==> src/common/ccPkg.sv <==
package ccPkg;

    // Graph geometry: one bit per node of the 7-dimensional subset lattice
    localparam int GraphWidth = 128;
    localparam int IndexBits = 7;

    // Result and caller tag widths
    localparam int CountWidth = 8;
    localparam int TagWidth = 10;

    // Grouping used by the lowest-bit search
    localparam int NibbleCount = GraphWidth / 4;
    localparam int GroupCount = GraphWidth / 16;

    typedef logic [GraphWidth-1:0] graphT;
    typedef logic [CountWidth-1:0] countT;
    typedef logic [TagWidth-1:0] tagT;

    // One job as handed over on the job port
    typedef struct packed {
        graphT graph;
        tagT tag;
    } jobT;

    // One result as handed back on the result port
    typedef struct packed {
        countT count;
        tagT tag;
    } resultT;

    // Master-to-slave side of the Wishbone job port
    typedef struct packed {
        logic cyc;
        logic stb;
        jobT dat;
    } jobBusReqT;

    // Master-to-slave side of the Wishbone result port
    typedef struct packed {
        logic cyc;
        logic stb;
        resultT dat;
    } resultBusReqT;

    typedef enum logic [1:0] {
        Idle,
        Seed,
        Explore,
        Report
    } counterStateT;

endpackage

==> src/explore/explorationStep.sv <==
module explorationStep (
    input  logic         clk,
    input  logic         arstN,
    input  logic         start,
    input  ccPkg::graphT cur,
    input  ccPkg::graphT remaining,
    output ccPkg::graphT extended,
    output ccPkg::graphT reduced,
    output logic         finished,
    output logic         doneStep
);
    import ccPkg::*;

    graphT upClosed;
    graphT downClosed;
    graphT midSet;
    graphT remainingD1;
    graphT remainingD2;
    graphT curD1;
    graphT curD2;
    logic startD1;
    logic startD2;

    latticeClosure #(.Upward(1'b1)) u_upClosure (
        .clk   (clk),
        .arstN (arstN),
        .graph (cur),
        .closed(upClosed)
    );

    // Only upper nodes that are still in the graph can join the component
    assign midSet = upClosed & remainingD1;

    latticeClosure #(.Upward(1'b0)) u_downClosure (
        .clk   (clk),
        .arstN (arstN),
        .graph (midSet),
        .closed(downClosed)
    );

    always_ff @(posedge clk) begin
        remainingD1 <= remaining;
        remainingD2 <= remainingD1;
        curD1 <= cur;
        curD2 <= curD1;
        extended <= remainingD2 & downClosed;
        reduced <= remainingD2 & ~downClosed;
        // No growth in this round means the component is complete
        finished <= (remainingD2 & downClosed) == curD2;
    end

    // Valid travels with the data so rounds may overlap
    always_ff @(posedge clk or negedge arstN) begin
        if (!arstN) begin
            startD1 <= 1'b0;
            startD2 <= 1'b0;
            doneStep <= 1'b0;
        end else begin
            startD1 <= start;
            startD2 <= startD1;
            doneStep <= startD2;
        end
    end

endmodule

==> src/explore/latticeClosure.sv <==
module latticeClosure #(
    parameter bit Upward = 1'b1
) (
    input  logic         clk,
    input  logic         arstN,
    input  ccPkg::graphT graph,
    output ccPkg::graphT closed
);
    import ccPkg::*;

    graphT closedNext;

    // One pass per dimension. Within a pass the neighbor bit is never
    // the one being updated, so the update can be done in place
    always_comb begin
        graphT level;
        level = graph;
        for (int d = 0; d < IndexBits; d++) begin
            for (int i = 0; i < GraphWidth; i++) begin
                // Up: index with bit d set pulls from the one below
                // Down: index with bit d clear pulls from the one above
                if (i[d] == Upward) begin
                    level[i] = level[i] | level[i ^ (1 << d)];
                end
            end
        end
        closedNext = level;
    end

    always_ff @(posedge clk or negedge arstN) begin
        if (!arstN) begin
            closed <= '0;
        end else begin
            closed <= closedNext;
        end
    end

endmodule

==> src/hdl/componentCounter.sv <==
module componentCounter (
    input  logic                clk,
    input  logic                arstN,
    input  ccPkg::jobBusReqT    jobReq,
    output logic                jobAck,
    output ccPkg::resultBusReqT resultReq,
    input  logic                resultAck
);
    import ccPkg::*;

    counterStateT state;
    graphT remaining;
    graphT remainingNext;
    graphT cur;
    graphT seed;
    graphT extended;
    graphT reduced;
    countT count;
    tagT tag;
    logic empty;
    logic finished;
    logic doneStep;
    logic stepStart;
    logic reportValid;

    // The finder sees the value remaining is about to take, so its
    // registered answer is ready in the Seed cycle
    always_comb begin
        remainingNext = remaining;
        if (state == Idle && jobAck) begin
            remainingNext = jobReq.dat.graph;
        end else if (state == Explore && doneStep && finished) begin
            remainingNext = reduced;
        end
    end

    seedSelector u_seedSelector (
        .clk      (clk),
        .arstN    (arstN),
        .remaining(remainingNext),
        .seed     (seed),
        .empty    (empty)
    );

    explorationStep u_step (
        .clk      (clk),
        .arstN    (arstN),
        .start    (stepStart),
        .cur      (cur),
        .remaining(remaining),
        .extended (extended),
        .reduced  (reduced),
        .finished (finished),
        .doneStep (doneStep)
    );

    always_ff @(posedge clk or negedge arstN) begin
        if (!arstN) begin
            state <= Idle;
            jobAck <= 1'b0;
            stepStart <= 1'b0;
            reportValid <= 1'b0;
        end else begin
            jobAck <= 1'b0;
            stepStart <= 1'b0;
            case (state)
                Idle: begin
                    // Ack for one cycle, the job is taken on the ack edge
                    if (jobAck) begin
                        state <= Seed;
                    end else if (jobReq.cyc && jobReq.stb) begin
                        jobAck <= 1'b1;
                    end
                end
                Seed: begin
                    if (empty) begin
                        state <= Report;
                        reportValid <= 1'b1;
                    end else begin
                        state <= Explore;
                        stepStart <= 1'b1;
                    end
                end
                Explore: begin
                    if (doneStep) begin
                        if (finished) begin
                            state <= Seed;
                        end else begin
                            stepStart <= 1'b1;
                        end
                    end
                end
                Report: begin
                    if (resultAck) begin
                        reportValid <= 1'b0;
                        state <= Idle;
                    end
                end
                default: state <= Idle;
            endcase
        end
    end

    // Job payload
    always_ff @(posedge clk) begin
        remaining <= remainingNext;
        case (state)
            Idle: begin
                if (jobAck) begin
                    count <= '0;
                    tag <= jobReq.dat.tag;
                end
            end
            Seed: begin
                if (!empty) begin
                    count <= count + countT'(1);
                    cur <= seed;
                end
            end
            Explore: begin
                if (doneStep && !finished) begin
                    cur <= extended;
                end
            end
            default: ;
        endcase
    end

    // Count and tag do not change while in Report, so dat holds under back-pressure
    always_comb begin
        resultReq.cyc = reportValid;
        resultReq.stb = reportValid;
        resultReq.dat.count = count;
        resultReq.dat.tag = tag;
    end

endmodule

==> src/hdl/connectedCountTop.sv <==
module connectedCountTop (
    input  logic                clk,
    input  logic                arstN,
    input  ccPkg::jobBusReqT    jobReq,
    output logic                jobAck,
    output ccPkg::resultBusReqT resultReq,
    input  logic                resultAck
);
    import ccPkg::*;

    componentCounter u_counter (
        .clk      (clk),
        .arstN    (arstN),
        .jobReq   (jobReq),
        .jobAck   (jobAck),
        .resultReq(resultReq),
        .resultAck(resultAck)
    );

endmodule

==> src/hdl/firstBitFinder.sv <==
module firstBitFinder (
    input  logic         clk,
    input  logic         arstN,
    input  ccPkg::graphT graph,
    output ccPkg::graphT firstBit,
    output logic         isEmpty
);
    import ccPkg::*;

    logic [NibbleCount-1:0] hasBit4;
    logic [GroupCount-1:0] hasBit16;
    // groupClear[g] is high when every group below g is empty
    logic [GroupCount:0] groupClear;
    graphT firstBitNext;

    always_comb begin
        logic nibbleClear;
        logic bitClear;
        for (int n = 0; n < NibbleCount; n++) begin
            hasBit4[n] = |graph[4*n +: 4];
        end
        for (int g = 0; g < GroupCount; g++) begin
            hasBit16[g] = |hasBit4[4*g +: 4];
        end
        groupClear[0] = 1'b1;
        for (int g = 0; g < GroupCount; g++) begin
            groupClear[g+1] = groupClear[g] & ~hasBit16[g];
        end
        firstBitNext = '0;
        for (int g = 0; g < GroupCount; g++) begin
            // Only the first non-empty group contributes
            nibbleClear = groupClear[g] & hasBit16[g];
            for (int k = 0; k < 4; k++) begin
                bitClear = nibbleClear & hasBit4[4*g+k];
                if (bitClear) begin
                    nibbleClear = 1'b0;
                end
                for (int b = 0; b < 4; b++) begin
                    if (bitClear && graph[16*g+4*k+b]) begin
                        firstBitNext[16*g+4*k+b] = 1'b1;
                        bitClear = 1'b0;
                    end
                end
            end
        end
    end

    always_ff @(posedge clk or negedge arstN) begin
        if (!arstN) begin
            firstBit <= '0;
            isEmpty <= 1'b1;
        end else begin
            firstBit <= firstBitNext;
            isEmpty <= groupClear[GroupCount];
        end
    end

endmodule

==> src/hdl/seedSelector.sv <==
module seedSelector (
    input  logic         clk,
    input  logic         arstN,
    input  ccPkg::graphT remaining,
    output ccPkg::graphT seed,
    output logic         empty
);
    import ccPkg::*;

    graphT firstBit;
    graphT remainingD;

    firstBitFinder u_finder (
        .clk     (clk),
        .arstN   (arstN),
        .graph   (remaining),
        .firstBit(firstBit),
        .isEmpty (empty)
    );

    // Keep the graph in step with the registered one-hot mask
    always_ff @(posedge clk) begin
        remainingD <= remaining;
    end

    assign seed = firstBit & remainingD;

endmodule

==> config.mk <==
export PLATFORM = sky130hd
export DESIGN_NAME = connectedCountTop
export DESIGN_NICKNAME = d
export VERILOG_FILES = /design/src/common/ccPkg.sv /design/src/explore/explorationStep.sv /design/src/explore/latticeClosure.sv /design/src/hdl/componentCounter.sv /design/src/hdl/connectedCountTop.sv /design/src/hdl/firstBitFinder.sv /design/src/hdl/seedSelector.sv
export SDC_FILE = /design/constraint.sdc
export NUM_CORES = 2
export LEC_CHECK = 0
export BUFFER_PORTS_ARGS = -buffer_cell sky130_fd_sc_hd__buf_2
export CAP_MARGIN = 20
export CELL_PAD_IN_SITES_DETAIL_PLACEMENT = 0
export CELL_PAD_IN_SITES_GLOBAL_PLACEMENT = 1
export CORE_ASPECT_RATIO = 1.5
export CORE_UTILIZATION = 50
export DETAILED_ROUTE_END_ITERATION = 7
export PLACE_DENSITY_LB_ADDON = 0.12
export SKIP_CTS_REPAIR_TIMING = 1
export SLEW_MARGIN = 30
export SYNTH_ARGS = -nofsm -noshare
export SYNTH_HDL_FRONTEND = slang
export SYNTH_HIERARCHICAL = 1
export SYNTH_SLANG_ARGS = --single-unit
export TNS_END_PERCENT = 100
==> constraint.sdc <==
create_clock -name clk -period 10.4 [get_ports clk]
set_input_delay 1.56 -clock clk [delete_from_list [all_inputs] [get_ports clk]]
set_output_delay 1.56 -clock clk [all_outputs]
set_load 0.05 [all_outputs]
==> impl_metrics.tcl <==
set metrics [dict create \
    outcome "completed" \
    rsz0062_at_grt "false" \
    cp_slowest_stage_delay_ps 920 \
    grt_util_met3_pct 7.49 \
    synthArstFlopShare_pct 25.1 \
    rows 141 \
    grt_max_degree 131 \
    ant_nets 0 \
    wl_per_cell_um 33.3 \
    avgSynthCellArea_um2 12.2 \
    final_util_pct 58.5 \
    dr.pass1.iters 6 \
    fin_worst_skew_ps 29.5 \
    syn_inst 4089 \
    grt_pass1_vias 33000 \
    final_nets 4531 \
    port-buffer-count 163 \
    cts_tree "built" \
    finalSetupTns_ps 0 \
    power.internal_uw 9530 \
    crit_chain "inv_1 -> ha_4 -> nand3_4 -> buf_4 -> buf_12 -> nand2_1 -> a21oi_1 -> nor4_1 -> and4_1 -> nand2_1 -> nor3_1 -> and4_1" \
    startpoint_type "flip-flop" \
    worst_setup_path_end_kind "flip-flop" \
    finalCriticalPeriod_ps 5660 \
    hold_class "flip-flop to flip-flop" \
    slew_headroom_pct 20.8 \
    htree_levels 4 \
    cp_slowest_cell "nor3_1" \
    cts_buffers 142 \
    layout_common_cells "1,025 x dfxtp_1, 410 x and2_1, 392 x dfrtp_1, 386 x a21oi_1, 246 x nor2_1" \
    chipHeight_um 388 \
    arrival_ps 6360 \
    final_common_cell "dfxtp_1" \
    cts_root_buf "clkbuf_16" \
    num_vias 33800 \
    fmax_mhz 177 \
    setup_viol 0 \
    path_clk_slew_ps 70 \
    dp_hpwl_um 147000 \
    ys_seq_elements 1564 \
    area_delta_synth_final_pct 15.9 \
    hold_violations 0 \
    power_density_nw_per_um2 214 \
    clk_latency_ps 780 \
    initial_utilization_pct 50.5 \
    dp_slack_ps 4700 \
    wl_um 193000 \
    grt_overflow 0 \
    clock-sinks 1564 \
    syn-num-nets 4239 \
    setup_slack_ps 4740 \
    crit_type "flip-flop to flip-flop" \
    synth_cell_types 59 \
    globalRouteMet1Util_pct 45.4 \
    place_congestion 1.09 \
    drc 0 \
    layout-drive-gt1-share_pct 15.7 \
    cp_max_fo 55 \
    required_ps 11100 \
    clockPowerShare_pct 44.4 \
    ys_seq_area_share_pct 69.9 \
    met2_usage_pct 62.7 \
    via_per_inst 5.82 \
    power_switching_uw 2780 \
    core_area_um2 98400 \
    switching_share_pct 22.6 \
    top_level_ports 164 \
    worst_pin_slew_ps 1180 \
    netlist_area_um2 49700 \
    slew_violations 0 \
    synth_edf_count 146 \
    p_comb_share_pct 3.4 \
    grt.total_usage_pct 38.5 \
    p_total_uw 12300 \
    die_area_um2 101000 \
    max_cap_violations 0 \
    die-width_um 259 \
    fin_crit_sh_pct 54.4 \
    grt.busiest_layer "met2" \
    r2r_slack_ps 4740 \
    seq_power_share_pct 52.2 \
    ys.flop_type "dfxtp_1" \
    p_leak_uw 0.0227 \
    cts_buffer_depth 3 \
    drt_iter0_markers 3000 \
    ys_warn_count 6 \
    antenna_found_initial 18 \
    grt_pass1_wl_um 262000 \
    ir_drop_v 0.000180 \
]
==> area by class of cell <==
type,instances,area [um2]
multi-input cells,2373,14600
repair buffers,245,1530
clock buffers,215,4240
inverters,55,211
well taps,1287,1610
fillers,8292,40900
diodes,6,15.0
clock inverters,51,654
flip-flops and latches,1564,34700
==> synth_stat cells (49+ instances only) <==
library cell,number,area (um2)
dfxtp_1,1025,20500
and2_1,410,2560
dfrtp_1,392,9810
a21oi_1,387,1940
nor2_1,246,923
nand2_1,235,882
nor4_1,174,1090
and3_1,165,1030
edfxtp_1,146,4380
mux2_2,129,1450
nor2b_1,129,807
nand3_1,70,350
o22ai_1,64,400
inv_1,54,203
nand4_1,54,338
buf_2,49,245
nor3_1,49,245
==> cell families after synthesis <==
logic type	synth area share [%]
buffers and inverters	1.31
adder cells (fa/ha/maj)	0.176
XOR/XNOR	0.0529
AND/OR/NAND/NOR	20.8
multiplexers	2.98
flip-flops	69.9
AO/OA/AOI/OAI	4.83
==> critical path: cells and delay by family (launching register included) <==
family,cells,cell delay (ps)
fa+ha+maj,1,170
flops,1,420
compound gates,1,160
simple gates,7,3700
buf+inv,3,810
==> per-stage QoR <==
| step | area (um2) | hold WS, ps | instances |
|---|---|---|---|
| 6_report | 57600 | 316 | 5796 |
| 2_1_floorplan | 49700 | 310 | 4089 |
| 3_5_place_dp | 52600 | 312 | 5521 |
| 3_3_place_gp | 52500 | 310 | 5521 |
| 4_1_cts | 57500 | 318 | 5787 |
| 5_1_grt | 57600 | 319 | 5790 |
==> per-layer routing <==
layer | up-vias | part of all wire (%)
met2 | 1440 | 48
li1 | 14800 | -
met4 | 4 | 8.4
met3 | 501 | 6.3
met5 | - | 0.014
met1 | 17000 | 38
==> worst paths after layout <==
check | startpoint | to | depth (start not counted)
max in group asynchronous | arstN | u_counter/u_seedSelector/u_finder/firstBit[22]$_DFF_PN0_ | 3
setup / recovery | u_counter/state[0]$_DFFE_PN0P_ | u_counter/u_seedSelector/u_finder/firstBit[110]$_DFF_PN0_ | 12
hold / removal | u_counter/u_step/curD1[18]$_DFF_P_ | u_counter/u_step/curD2[18]$_DFF_P_ | 0
min in group asynchronous | arstN | u_counter/u_seedSelector/u_finder/firstBit[111]$_DFF_PN0_ | 1
hold reg to reg | u_counter/u_step/curD1[18]$_DFF_P_ | u_counter/u_step/curD2[18]$_DFF_P_ | 0
setup reg to reg | u_counter/state[0]$_DFFE_PN0P_ | u_counter/u_seedSelector/u_finder/firstBit[110]$_DFF_PN0_ | 12
==> power by group through the flow <==
stage          clock network (uW)  registers [uW]  logic (uW)
4_1_cts                      5510            6420         408
2_1_floorplan                   0            6460         188
5_1_grt                      5760            6430         436
3_3_place_gp                    0            6550         400
6_report                     5460            6430         421
3_5_place_dp                    0            6550         405
==> flip-flops by register name, summed over array words and instances (netlist names), 2 cells and up <==
register / count
u_counter/u_seedSelector/u_finder/firstBit: 128
u_counter/cur: 128
u_counter/u_seedSelector/remainingD: 128
u_counter/u_step/u_downClosure/closed: 128
u_counter/count: 8
u_counter/u_step/curD2: 128
u_counter/tag: 10
u_counter/u_step/curD1: 128
u_counter/u_step/reduced: 128
u_counter/u_step/remainingD1: 128
u_counter/u_step/remainingD2: 128
u_counter/state: 2
u_counter/u_step/extended: 128
u_counter/u_step/u_upClosure/closed: 128
u_counter/remaining: 128
(Power assumes the default switching activity.)
